**src/comm_defines.svh**
```systemverilog
`ifndef COMM_DEFINES_SVH
`define COMM_DEFINES_SVH

////////////////////////////////////////
// Link timing and widths
////////////////////////////////////////

// Clock cycles per UART bit, small to keep simulations short.
`define BAUD_DIV 16

`define DATA_W 8   // One UART byte.

`define CMD_W 16   // One command, sent as two bytes.

`endif

```
**src/comm_pkg.sv**
```systemverilog
package comm_pkg;

  ////////////////////////////////////////
  // UART state encodings
  ////////////////////////////////////////
  typedef enum logic [1:0] {TX_IDLE, TX_SHIFT} tx_state_t;  // Serializer.
  typedef enum logic [1:0] {RX_IDLE, RX_SHIFT} rx_state_t;  // Deserializer.

  ////////////////////////////////////////
  // Link end state encodings
  ////////////////////////////////////////

  // Remote end, sending the high byte then the low byte.
  typedef enum logic [1:0] {SND_IDLE, SND_HIGH, SND_LOW} snd_state_t;

  // Robot end, named by the byte it waits for.
  typedef enum logic {ASM_HIGH, ASM_LOW} asm_state_t;

endpackage

```
**src/cmd_assembler.sv**
```systemverilog
`timescale 1ns/1ps
`include "comm_defines.svh"

module cmd_assembler (
  input  logic               clk,          // System clock.
  input  logic               rst_n,        // Async reset, active low.
  input  logic               RX,           // Line from the remote.
  input  logic               clr_cmd_rdy,  // Controller has taken cmd_out.
  input  logic               send_resp,    // Strobe, send resp_in.
  input  logic [`DATA_W-1:0] resp_in,      // Response byte.
  output logic               TX,           // Line to the remote.
  output logic [`CMD_W-1:0]  cmd_out,      // Assembled command.
  output logic               cmd_rdy,      // cmd_out holds a full command.
  output logic               resp_snt      // Response out, held till next send_resp.
);
  import comm_pkg::*;

  asm_state_t state;                // Byte being waited for.
  asm_state_t nxt_state;            // Next state.
  logic [`DATA_W-1:0] high_byte;    // First byte of the command.
  logic [`DATA_W-1:0] rx_data;      // Byte from the UART.
  logic rx_rdy;                     // UART has a byte.
  logic clr_rx_rdy;                 // Byte consumed.
  logic tx_done;                    // Response frame finished.
  logic cap_high;                   // Take the high byte.
  logic cap_low;                    // Take the low byte, command complete.

  uart u_uart (.clk(clk), .rst_n(rst_n), .trmt(send_resp), .tx_data(resp_in), .RX(RX),
               .clr_rx_rdy(clr_rx_rdy), .TX(TX), .tx_done(tx_done), .rx_rdy(rx_rdy),
               .rx_data(rx_data));

  ////////////////////////////////////////
  // Byte join
  ////////////////////////////////////////
  always_ff @(posedge clk) begin
    if (cap_high)
      high_byte <= rx_data;
  end

  // Whole word latched, rx_data moves on with the next frame.
  always_ff @(posedge clk) begin
    if (cap_low)
      cmd_out <= {high_byte, rx_data};
  end

  ////////////////////////////////////////
  // Receive sequencer
  ////////////////////////////////////////
  always_ff @(posedge clk, negedge rst_n) begin
    if (!rst_n)
      state <= ASM_HIGH;
    else
      state <= nxt_state;
  end

  always_comb begin
    nxt_state = state;
    cap_high = 1'b0;
    cap_low = 1'b0;
    case (state)
      ASM_LOW: begin
        if (rx_rdy) begin
          cap_low = 1'b1;
          nxt_state = ASM_HIGH;
        end
      end
      default: begin
        if (rx_rdy) begin
          cap_high = 1'b1;          // Also retires the previous command.
          nxt_state = ASM_LOW;
        end
      end
    endcase
  end

  assign clr_rx_rdy = cap_high | cap_low;

  always_ff @(posedge clk, negedge rst_n) begin
    if (!rst_n)
      cmd_rdy <= 1'b0;
    else if (cap_low)
      cmd_rdy <= 1'b1;
    else if (cap_high || clr_cmd_rdy)
      cmd_rdy <= 1'b0;
  end

  ////////////////////////////////////////
  // Response flag
  ////////////////////////////////////////
  always_ff @(posedge clk, negedge rst_n) begin
    if (!rst_n)
      resp_snt <= 1'b0;
    else if (send_resp)
      resp_snt <= 1'b0;
    else if (tx_done)
      resp_snt <= 1'b1;             // tx_done is low until the first frame ends.
  end

endmodule

```
**src/remote_comm.sv**
```systemverilog
`timescale 1ns/1ps
`include "comm_defines.svh"

module remote_comm (
  input  logic               clk,       // System clock.
  input  logic               rst_n,     // Async reset, active low.
  input  logic               snd_cmd,   // Strobe, send cmd.
  input  logic [`CMD_W-1:0]  cmd,       // Command to send, high byte first.
  input  logic               RX,        // Line from the robot.
  output logic               TX,        // Line to the robot.
  output logic [`DATA_W-1:0] resp,      // Last response byte.
  output logic               resp_rdy,  // A response has arrived.
  output logic               cmd_snt    // Both bytes out, held till next snd_cmd.
);
  import comm_pkg::*;

  snd_state_t state;                // Current state.
  snd_state_t nxt_state;            // Next state.
  logic [`DATA_W-1:0] low_byte;     // Low half, kept for the second frame.
  logic [`DATA_W-1:0] tx_byte;      // Byte handed to the UART.
  logic sel_high;                   // Pass the high half straight through.
  logic trmt;                       // Start a UART frame.
  logic tx_done;                    // UART transmitter finished.
  logic set_cmd_snt;                // Second frame finished.

  uart u_uart (.clk(clk), .rst_n(rst_n), .trmt(trmt), .tx_data(tx_byte), .RX(RX),
               .clr_rx_rdy(1'b0), .TX(TX), .tx_done(tx_done), .rx_rdy(resp_rdy),
               .rx_data(resp));

  ////////////////////////////////////////
  // Byte split
  ////////////////////////////////////////
  always_ff @(posedge clk) begin
    if (snd_cmd)
      low_byte <= cmd[`DATA_W-1:0];
  end

  // High byte is only valid in the strobe cycle.
  assign tx_byte = sel_high ? cmd[`CMD_W-1:`DATA_W] : low_byte;

  ////////////////////////////////////////
  // Send sequencer
  ////////////////////////////////////////
  always_ff @(posedge clk, negedge rst_n) begin
    if (!rst_n)
      state <= SND_IDLE;
    else
      state <= nxt_state;
  end

  always_comb begin
    nxt_state = state;
    sel_high = 1'b0;
    trmt = 1'b0;
    set_cmd_snt = 1'b0;
    case (state)
      SND_HIGH: begin
        if (tx_done) begin
          trmt = 1'b1;              // High byte out, follow with the low one.
          nxt_state = SND_LOW;
        end
      end
      SND_LOW: begin
        if (tx_done) begin
          set_cmd_snt = 1'b1;
          nxt_state = SND_IDLE;
        end
      end
      default: begin
        if (snd_cmd) begin
          sel_high = 1'b1;
          trmt = 1'b1;
          nxt_state = SND_HIGH;
        end
      end
    endcase
  end

  always_ff @(posedge clk, negedge rst_n) begin
    if (!rst_n)
      cmd_snt <= 1'b0;
    else if (snd_cmd)
      cmd_snt <= 1'b0;              // New command in flight.
    else if (set_cmd_snt)
      cmd_snt <= 1'b1;
  end

  // No back-pressure, so a command must wait for the previous one.
  a_snd_idle: assert property (@(posedge clk) disable iff (!rst_n)
    snd_cmd |-> (state == SND_IDLE))
    else $error("remote_comm: snd_cmd while a command is still sending");

endmodule

```
**src/remote_link_top.sv**
```systemverilog
`timescale 1ns/1ps
`include "comm_defines.svh"

module remote_link_top (
  input  logic               clk,          // System clock.
  input  logic               rst_n,        // Async reset, active low.
  input  logic               snd_cmd,      // Remote, send cmd.
  input  logic [`CMD_W-1:0]  cmd,          // Remote, command word.
  output logic               cmd_snt,      // Remote, command gone out.
  output logic [`DATA_W-1:0] resp,         // Remote, response byte.
  output logic               resp_rdy,     // Remote, response arrived.
  output logic [`CMD_W-1:0]  cmd_out,      // Robot, assembled command.
  output logic               cmd_rdy,      // Robot, command valid.
  input  logic               clr_cmd_rdy,  // Robot, command taken.
  input  logic               send_resp,    // Robot, send resp_in.
  input  logic [`DATA_W-1:0] resp_in,      // Robot, response byte.
  output logic               resp_snt,     // Robot, response gone out.
  output logic               tx_remote,    // Line from remote to robot.
  output logic               tx_robot      // Line from robot to remote.
);

  // Each end listens on the other end's TX.
  remote_comm u_remote (.clk(clk), .rst_n(rst_n), .snd_cmd(snd_cmd), .cmd(cmd),
                        .RX(tx_robot), .TX(tx_remote), .resp(resp),
                        .resp_rdy(resp_rdy), .cmd_snt(cmd_snt));

  cmd_assembler u_robot (.clk(clk), .rst_n(rst_n), .RX(tx_remote),
                         .clr_cmd_rdy(clr_cmd_rdy), .send_resp(send_resp),
                         .resp_in(resp_in), .TX(tx_robot), .cmd_out(cmd_out),
                         .cmd_rdy(cmd_rdy), .resp_snt(resp_snt));

endmodule

```
**src/uart.sv**
```systemverilog
`timescale 1ns/1ps
`include "comm_defines.svh"

module uart (
  input  logic               clk,         // System clock.
  input  logic               rst_n,       // Async reset, active low.
  input  logic               trmt,        // Send tx_data.
  input  logic [`DATA_W-1:0] tx_data,     // Byte to send.
  input  logic               RX,          // Serial input.
  input  logic               clr_rx_rdy,  // Consumer has taken rx_data.
  output logic               TX,          // Serial output.
  output logic               tx_done,     // Transmitter idle after a frame.
  output logic               rx_rdy,      // A received byte is waiting.
  output logic [`DATA_W-1:0] rx_data      // Received byte.
);
  logic rx_start;                         // New frame began.
  logic rx_done;                          // Frame complete.

  uart_tx u_tx (.clk(clk), .rst_n(rst_n), .trmt(trmt), .tx_data(tx_data),
                .TX(TX), .tx_done(tx_done));

  uart_rx u_rx (.clk(clk), .rst_n(rst_n), .RX(RX), .rx_data(rx_data),
                .rx_start(rx_start), .rx_done(rx_done));

  always_ff @(posedge clk, negedge rst_n) begin
    if (!rst_n)
      rx_rdy <= 1'b0;
    else if (rx_start || clr_rx_rdy)
      rx_rdy <= 1'b0;               // Byte read, or about to be overwritten.
    else if (rx_done)
      rx_rdy <= 1'b1;
  end

endmodule

```
**src/uart_rx.sv**
```systemverilog
`timescale 1ns/1ps
`include "comm_defines.svh"

module uart_rx (
  input  logic               clk,       // System clock.
  input  logic               rst_n,     // Async reset, active low.
  input  logic               RX,        // Serial line, asynchronous.
  output logic [`DATA_W-1:0] rx_data,   // Last received byte.
  output logic               rx_start,  // Pulse on a start bit edge.
  output logic               rx_done    // Pulse when the stop bit is sampled.
);
  import comm_pkg::*;

  localparam int BAUD_W = $clog2(`BAUD_DIV);
  localparam logic [BAUD_W-1:0] BAUD_LAST = BAUD_W'(`BAUD_DIV - 1);
  localparam logic [BAUD_W-1:0] BAUD_HALF = BAUD_W'(`BAUD_DIV / 2 - 1);
  localparam logic [3:0] BIT_LAST = 4'(`DATA_W + 1);             // Stop bit index.

  rx_state_t state;                 // Current state.
  rx_state_t nxt_state;             // Next state.
  logic rx_ff1;                     // First sync stage.
  logic rx_sync;                    // Synchronized line.
  logic rx_prev;                    // Line one cycle earlier, for edge detect.
  logic [BAUD_W-1:0] baud_cnt;      // Down counter to the next sample.
  logic [3:0] bit_cnt;              // Samples taken in this frame.
  logic [`DATA_W:0] rx_sr;          // Stop bit and data after a full frame.
  logic sample;                     // Sample point reached.

  ////////////////////////////////////////
  // Input synchronizer
  ////////////////////////////////////////
  always_ff @(posedge clk, negedge rst_n) begin
    if (!rst_n) begin
      rx_ff1 <= 1'b1;               // Idle level, so no false start.
      rx_sync <= 1'b1;
      rx_prev <= 1'b1;
    end else begin
      rx_ff1 <= RX;
      rx_sync <= rx_ff1;
      rx_prev <= rx_sync;
    end
  end

  assign sample = (state == RX_SHIFT) && (baud_cnt == '0);

  always_ff @(posedge clk, negedge rst_n) begin
    if (!rst_n)
      baud_cnt <= '0;
    else if (rx_start)
      baud_cnt <= BAUD_HALF;        // First sample lands mid start bit.
    else if (sample)
      baud_cnt <= BAUD_LAST;        // Then one full bit apart.
    else if (state == RX_SHIFT)
      baud_cnt <= baud_cnt - 1'b1;
  end

  always_ff @(posedge clk, negedge rst_n) begin
    if (!rst_n)
      bit_cnt <= '0;
    else if (rx_start)
      bit_cnt <= '0;
    else if (sample)
      bit_cnt <= bit_cnt + 1'b1;
  end

  // Start bit falls off the bottom after the last shift.
  always_ff @(posedge clk) begin
    if (sample)
      rx_sr <= {rx_sync, rx_sr[`DATA_W:1]};
  end

  assign rx_data = rx_sr[`DATA_W-1:0];

  ////////////////////////////////////////
  // Control
  ////////////////////////////////////////
  always_ff @(posedge clk, negedge rst_n) begin
    if (!rst_n)
      state <= RX_IDLE;
    else
      state <= nxt_state;
  end

  always_comb begin
    nxt_state = state;
    rx_start = 1'b0;
    rx_done = 1'b0;
    case (state)
      RX_SHIFT: begin
        if (sample && (bit_cnt == BIT_LAST)) begin
          rx_done = 1'b1;           // Stop bit taken, no framing check.
          nxt_state = RX_IDLE;
        end
      end
      default: begin
        if (rx_prev && !rx_sync) begin
          rx_start = 1'b1;          // Falling edge opens a frame.
          nxt_state = RX_SHIFT;
        end
      end
    endcase
  end

endmodule

```
**src/uart_tx.sv**
```systemverilog
`timescale 1ns/1ps
`include "comm_defines.svh"

module uart_tx (
  input  logic               clk,      // System clock.
  input  logic               rst_n,    // Async reset, active low.
  input  logic               trmt,     // Starts a frame.
  input  logic [`DATA_W-1:0] tx_data,  // Byte to send.
  output logic               TX,       // Serial line, idles high.
  output logic               tx_done   // High from end of stop bit to next trmt.
);
  import comm_pkg::*;

  localparam int FRAME_BITS = `DATA_W + 2;                       // Start, data, stop.
  localparam int BAUD_W = $clog2(`BAUD_DIV);
  localparam logic [BAUD_W-1:0] BAUD_LAST = BAUD_W'(`BAUD_DIV - 1);
  localparam logic [3:0] BIT_LAST = 4'(FRAME_BITS - 1);

  tx_state_t state;                 // Current state.
  tx_state_t nxt_state;             // Next state.
  logic [FRAME_BITS-1:0] tx_sr;     // Frame being shifted out, LSB first.
  logic [BAUD_W-1:0] baud_cnt;      // Cycles within the current bit.
  logic [3:0] bit_cnt;              // Bits already shifted.
  logic load;                       // Load a new frame.
  logic shift;                      // End of a bit period.
  logic set_done;                   // Stop bit finished.

  assign shift = (state == TX_SHIFT) && (baud_cnt == BAUD_LAST);
  assign TX = tx_sr[0];             // Line follows the register LSB.

  ////////////////////////////////////////
  // Datapath
  ////////////////////////////////////////
  always_ff @(posedge clk, negedge rst_n) begin
    if (!rst_n)
      tx_sr <= '1;                                   // Keeps the line idle high.
    else if (load)
      tx_sr <= {1'b1, tx_data, 1'b0};                // Stop, data, start.
    else if (shift)
      tx_sr <= {1'b1, tx_sr[FRAME_BITS-1:1]};        // Fill with idle level.
  end

  always_ff @(posedge clk, negedge rst_n) begin
    if (!rst_n)
      baud_cnt <= '0;
    else if (load || shift)
      baud_cnt <= '0;                                // Restart for the next bit.
    else if (state == TX_SHIFT)
      baud_cnt <= baud_cnt + 1'b1;
  end

  always_ff @(posedge clk, negedge rst_n) begin
    if (!rst_n)
      bit_cnt <= '0;
    else if (load)
      bit_cnt <= '0;
    else if (shift)
      bit_cnt <= bit_cnt + 1'b1;
  end

  ////////////////////////////////////////
  // Control
  ////////////////////////////////////////
  always_ff @(posedge clk, negedge rst_n) begin
    if (!rst_n)
      state <= TX_IDLE;
    else
      state <= nxt_state;
  end

  always_comb begin
    nxt_state = state;              // Hold by default.
    load = 1'b0;
    set_done = 1'b0;
    case (state)
      TX_SHIFT: begin
        if (shift && (bit_cnt == BIT_LAST)) begin
          set_done = 1'b1;          // Last bit was the stop bit.
          nxt_state = TX_IDLE;
        end
      end
      default: begin
        if (trmt) begin
          load = 1'b1;
          nxt_state = TX_SHIFT;
        end
      end
    endcase
  end

  always_ff @(posedge clk, negedge rst_n) begin
    if (!rst_n)
      tx_done <= 1'b0;
    else if (trmt)
      tx_done <= 1'b0;              // Knocked down by a new frame.
    else if (set_done)
      tx_done <= 1'b1;              // Held until the next trmt.
  end

  // A new frame may only be requested once the previous one is out.
  a_trmt_idle: assert property (@(posedge clk) disable iff (!rst_n)
    trmt |-> (state == TX_IDLE))
    else $error("uart_tx: trmt arrived while a frame was shifting");

endmodule

```
**config.mk**
```make
export PLATFORM = sky130hd
export DESIGN_NAME = remote_link_top
export DESIGN_NICKNAME = d
export VERILOG_FILES = /design/src/comm_pkg.sv /design/src/cmd_assembler.sv /design/src/remote_comm.sv /design/src/remote_link_top.sv /design/src/uart.sv /design/src/uart_rx.sv /design/src/uart_tx.sv
export VERILOG_INCLUDE_DIRS = /design/src
export SDC_FILE = /design/constraint.sdc
export NUM_CORES = 1
export LEC_CHECK = 0
export BUFFER_PORTS_ARGS = -buffer_cell sky130_fd_sc_hd__buf_2
export CAP_MARGIN = 5
export CORE_MARGIN = 2
export CORE_UTILIZATION = 40
export DETAILED_ROUTE_END_ITERATION = 10
export PLACE_DENSITY = 0.65
export SLEW_MARGIN = 10
export SYNTH_ARGS = -nofsm -noshare
export SYNTH_HDL_FRONTEND = slang
export SYNTH_SLANG_ARGS = --single-unit
```
**constraint.sdc**
```tcl
create_clock -name clk -period 1.6 [get_ports clk]
set_input_delay 0 -clock clk [delete_from_list [all_inputs] [get_ports clk]]
set_output_delay 0 -clock clk [all_outputs]
set_load 0.01 [all_outputs]
```
==> impl_metrics.env <==
export IMPL_outcome="finished, final reports clean"
export IMPL_clk_pin_slew_worst_paths_ns=0.05
export IMPL_r2r_end="u_remote.u_uart.u_tx.tx_sr[6]"
export IMPL_count_of_routing_violations_after_the_opening_detailed_route_iteration=132
export IMPL_gpl_final_weighted_congestion=0.7257
export IMPL_xor_and_xnor_area_share_after_synthesis_pct=0.7060
export IMPL_cts_root_buffer_cell="sky130_fd_sc_hd__clkbuf_16"
export IMPL_share_seq_of_total_power_pct=44.2
export IMPL_worstPathRequired_ns=1.93
export IMPL_p_sw_mw=3.087
export IMPL_max_clock_path_buffers=2
export IMPL_placement_io_buffers=58
export IMPL_drt_antenna_violating_nets=0
export IMPL_combPwrFrac_pct=21.2
export IMPL_grt_max_degree=71
export IMPL_areaGrowthSynthToFinish_pct=30.38
export IMPL_post_route_min_period_ns=1.546
export IMPL_insertion_delay_ns=0.41
export IMPL_main_combinational_cell_family_by_area_after_synthesis="simple AND/OR/NAND/NOR gates"
export IMPL_antenna_found_initial=0
export IMPL_asyncSetResetFlopFracSynth_pct=58.33
export IMPL_synth_top_flop_cell="sky130_fd_sc_hd__edfxtp_1"
export IMPL_worst_setup_path_start_kind="register"
export IMPL_tightest_slew_ns=0.4352
export IMPL_ys_seq_area_share_pct=66.16
export IMPL_post_synth_inst_count=380
export IMPL_synth_fa_ha_area_share_pct=4.286
export IMPL_dr_max_layer_used="met4"
export IMPL_first_global_vias=3352
export IMPL_finalSetupViolCount=0
export IMPL_numClockSinks=120
export IMPL_final_max_slew_viols=0
export IMPL_fmax_mhz=646.7
export IMPL_cts_tree="done"
export IMPL_antenna_diode_count=0
export IMPL_numPlacedInstances=606
export IMPL_met2_length_mm=4.491
export IMPL_stdcell_count=668
export IMPL_worst_hold_path_type="in -> async"
export IMPL_synth_cell_types=48
export IMPL_pwr_share_clk_pct=34.6
export IMPL_syn_mean_instance_area_um2=13.06
export IMPL_synth_edf_count=50
export IMPL_yosysWarningCount=0
export IMPL_critical_path_peak_fanout=5
export IMPL_pint_mw=7.806
export IMPL_postSynthNetCount=426
export IMPL_p_sw_share_pct=28.34
export IMPL_synth_area_mux_share_pct=5.724
export IMPL_timing_slew_headroom_pct=70.99
export IMPL_global_route_wire_length_before_repair_mm=14.77
export IMPL_period_share_pct=96.64
export IMPL_cts_htree_levels=4
export IMPL_core_rowCount=40
export IMPL_gr_total_overflow=0
export IMPL_detailroute_via_count=3222
export IMPL_timing_setup_critical_path_class="reg -> reg"
export IMPL_globalRouteTotalUtil_pct=14.55
export IMPL_worstReg2RegStart="u_remote.state[0]"
export IMPL_ys_top_cells_by_area="sky130_fd_sc_hd__edfxtp_1, sky130_fd_sc_hd__dfrtp_1, sky130_fd_sc_hd__dfstp_2"
export IMPL_viasPerCell=4.823
export IMPL_drive_gt1_share_pct=30.20
export IMPL_hold_violations=0
export IMPL_cts_inserted_buffers=17
export IMPL_setup_reg_to_reg_worst_slack_ns=0.05
export IMPL_floorplan_die_area_mm2=0.01331
export IMPL_dieHeight_um=115.4
export IMPL_synth_compound_area_share_pct=8.245
export IMPL_netlist_area_mm2=0.004962
export IMPL_post_route_util_pct=53.64
export IMPL_cellLeakagePower_nw=2.747
export IMPL_ys_ff_latch=120
export IMPL_m1WireLength_mm=3.887
export IMPL_start_util_pct=41.14
export IMPL_post_synth_top_area_fraction_pct=30.26
export IMPL_synth_simple_gate_area_share_pct=10.64
export IMPL_finalWorstSetupSlack_ns=0.05380
export IMPL_detail_route_drc_violations=0
export IMPL_placeableCoreArea_mm2=0.01206
export IMPL_max_cap_violations=0
export IMPL_yosysTopAreaCell="sky130_fd_sc_hd__edfxtp_1"
export IMPL_met3_wl_post_dr_um=384
export IMPL_drt_pass1_iter_count=4
export IMPL_wire_per_inst_um=13.33
export IMPL_ir_worst_vdd_uv=928.1
export IMPL_pre_cts_setup_slack_ns=-0.03066
export IMPL_skew_ns=0.006962
export IMPL_worstPathArrival_ns=1.88
export IMPL_floorplan_die_width_um=115.4
export IMPL_worstRegToRegCells=6
export IMPL_hpwl_mm=5.387
export IMPL_io_pin_count=59
export IMPL_layout_nets=533
export IMPL_finalWirelength_mm=8.903
export IMPL_worst_setup_path_end_kind="register"
export IMPL_power_density_normalized_to_cell_area_mw_per_mm2=1684
==> repair_timing <==
action                     CTS  global route
setup endpoints to repair    9            27
hold buffers                28             0
gates resized for setup      2            12
buffers inserted             0             2
cloned                       0             0
pin swaps                    0             1
hold endpoints to repair   102             0
==> cells by family after synthesis <==
family	Yosys count
flops	120
simple gates	102
compound gates	66
buf+inv	43
mux	28
fa+ha+maj	17
xor+xnor	4
==> area by class of cell <==
class	count	area, um2
Clock buffer	18	429.2
Clock inverter	14	157.7
Fill cell	995	5592
Inverter	23	86.33
Multi-Input combinational cell	217	1530
Sequential cell	120	3284
Tap cell	168	210.2
Timing Repair Buffer	108	772.0
==> layout by cell type (no fill, tap or decap), types with 2 or more instances in the layout <==
master                          count
sky130_fd_sc_hd__dfrtp_1           45
sky130_fd_sc_hd__o21a_1             3
sky130_fd_sc_hd__xor2_1             2
sky130_fd_sc_hd__nor3_1             8
sky130_fd_sc_hd__buf_2             58
sky130_fd_sc_hd__o21bai_1           2
sky130_fd_sc_hd__nand2b_1           3
sky130_fd_sc_hd__mux2i_1           24
sky130_fd_sc_hd__clkbuf_16         17
sky130_fd_sc_hd__nor2b_1            4
sky130_fd_sc_hd__mux2_2             3
sky130_fd_sc_hd__dlygate4sd3_1     28
sky130_fd_sc_hd__o21ai_0           17
sky130_fd_sc_hd__clkinv_2           5
sky130_fd_sc_hd__buf_6              3
sky130_fd_sc_hd__edfxtp_1          50
sky130_fd_sc_hd__ha_2               2
sky130_fd_sc_hd__xnor2_1            2
sky130_fd_sc_hd__nand2_1           30
sky130_fd_sc_hd__a41oi_1            3
sky130_fd_sc_hd__ha_1              14
sky130_fd_sc_hd__bufinv_16          3
sky130_fd_sc_hd__clkinvlp_4         4
sky130_fd_sc_hd__or3_1              8
sky130_fd_sc_hd__nand3_1           12
sky130_fd_sc_hd__buf_4             17
sky130_fd_sc_hd__a31oi_1            9
sky130_fd_sc_hd__a211oi_1           3
sky130_fd_sc_hd__dfstp_2           24
sky130_fd_sc_hd__a21oi_1           20
sky130_fd_sc_hd__nor2_1            21
sky130_fd_sc_hd__nor4b_1            2
sky130_fd_sc_hd__nand4bb_4          2
sky130_fd_sc_hd__buf_12             2
sky130_fd_sc_hd__inv_1             22
==> critical path, cell delays in order, from the launching register on <==
cell and delay [ns]:
sky130_fd_sc_hd__dfrtp_2 0.41, sky130_fd_sc_hd__inv_1 0.07, sky130_fd_sc_hd__ha_2 0.36, sky130_fd_sc_hd__nand2_4 0.08, sky130_fd_sc_hd__a21oi_4 0.18, sky130_fd_sc_hd__buf_6 0.15, sky130_fd_sc_hd__mux2i_1 0.21
==> cells in the mapped netlist, types with 2 or more instances <==
| library cell | count |
|---|---|
| sky130_fd_sc_hd__buf_4 | 10 |
| sky130_fd_sc_hd__mux2_2 | 3 |
| sky130_fd_sc_hd__dfstp_2 | 24 |
| sky130_fd_sc_hd__inv_1 | 23 |
| sky130_fd_sc_hd__buf_2 | 9 |
| sky130_fd_sc_hd__ha_1 | 17 |
| sky130_fd_sc_hd__nor2_1 | 22 |
| sky130_fd_sc_hd__a41oi_1 | 3 |
| sky130_fd_sc_hd__o21ai_0 | 17 |
| sky130_fd_sc_hd__a211oi_1 | 3 |
| sky130_fd_sc_hd__nand2b_1 | 3 |
| sky130_fd_sc_hd__edfxtp_1 | 50 |
| sky130_fd_sc_hd__xnor2_1 | 2 |
| sky130_fd_sc_hd__mux2i_1 | 25 |
| sky130_fd_sc_hd__nand4bb_1 | 2 |
| sky130_fd_sc_hd__nor2b_1 | 4 |
| sky130_fd_sc_hd__o21a_1 | 3 |
| sky130_fd_sc_hd__nand3_1 | 12 |
| sky130_fd_sc_hd__a31oi_1 | 9 |
| sky130_fd_sc_hd__nor3_1 | 8 |
| sky130_fd_sc_hd__nand2_1 | 30 |
| sky130_fd_sc_hd__xor2_1 | 2 |
| sky130_fd_sc_hd__nor4b_1 | 2 |
| sky130_fd_sc_hd__a21oi_1 | 20 |
| sky130_fd_sc_hd__dfrtp_1 | 46 |
| sky130_fd_sc_hd__or3_1 | 8 |
| sky130_fd_sc_hd__o21bai_1 | 2 |
==> power groups by stage <==
stage	combinational, mW	sequential (mW)	clock [mW]
CTS	2.19	4.79	3.85
detailed placement	2.09	4.84	0
finish	2.31	4.82	3.77
floorplan	1.59	4.70	0
global placement	1.98	4.79	0
global route	2.62	4.94	3.99
==> worst max path at each step <==
stage	start	cells after the start	to
2_1_floorplan	u_remote.state[0]	6	u_remote.u_uart.u_tx.tx_sr[6]
3_3_place_gp	u_remote.u_uart.u_rx.baud_cnt[0]	4	u_remote.u_uart.u_rx.rx_sr[0]
3_5_place_dp	u_remote.u_uart.u_rx.baud_cnt[0]	4	u_remote.u_uart.u_rx.rx_sr[0]
4_1_cts	u_remote.state[0]	4	u_remote.state[0]
5_1_grt	u_remote.state[0]	6	u_remote.u_uart.u_tx.tx_sr[6]
6_report	u_remote.state[0]	6	u_remote.u_uart.u_tx.tx_sr[6]
==> registers in the layout, summed over array words and instances (netlist names), 4 cells and up <==
name,cells
u_remote.low_byte,8
u_remote.u_uart.u_rx.bit_cnt,4
u_remote.u_uart.u_tx.bit_cnt,4
u_robot.u_uart.u_rx.baud_cnt,4
u_remote.u_uart.u_rx.rx_sr,9
u_robot.u_uart.u_rx.rx_sr,9
u_remote.u_uart.u_tx.baud_cnt,4
u_remote.u_uart.u_rx.baud_cnt,4
u_robot.u_uart.u_rx.bit_cnt,4
u_robot.u_uart.u_tx.baud_cnt,4
u_robot.u_uart.u_tx.bit_cnt,4
u_robot.cmd_out,16
u_remote.u_uart.u_tx.tx_sr,9
u_robot.u_uart.u_tx.tx_sr,9
u_robot.high_byte,8
==> routing by layer <==
layer	vias to the layer above	track usage, %
met4	0	6.345
met3	11	5.271
met5	-	0
met2	91	25.61
met1	1552	15.70
li1	1568	-
==> through the flow <==
stage / area (um2) / hold slack [ns] / total power, mW / TNS, ns
after floorplan: 4962 / -0.2956 / 6.286 / 0
after global placement: 5514 / 0.04894 / 6.778 / 0
after detailed placement: 5514 / 0.04824 / 6.928 / -0.2737
after CTS: 6397 / 0.1397 / 10.84 / 0
after global routing: 6470 / 0.1681 / 11.55 / -0.04103
final: 6470 / 0.1275 / 10.89 / 0
Power figures use the tool's default switching activity.
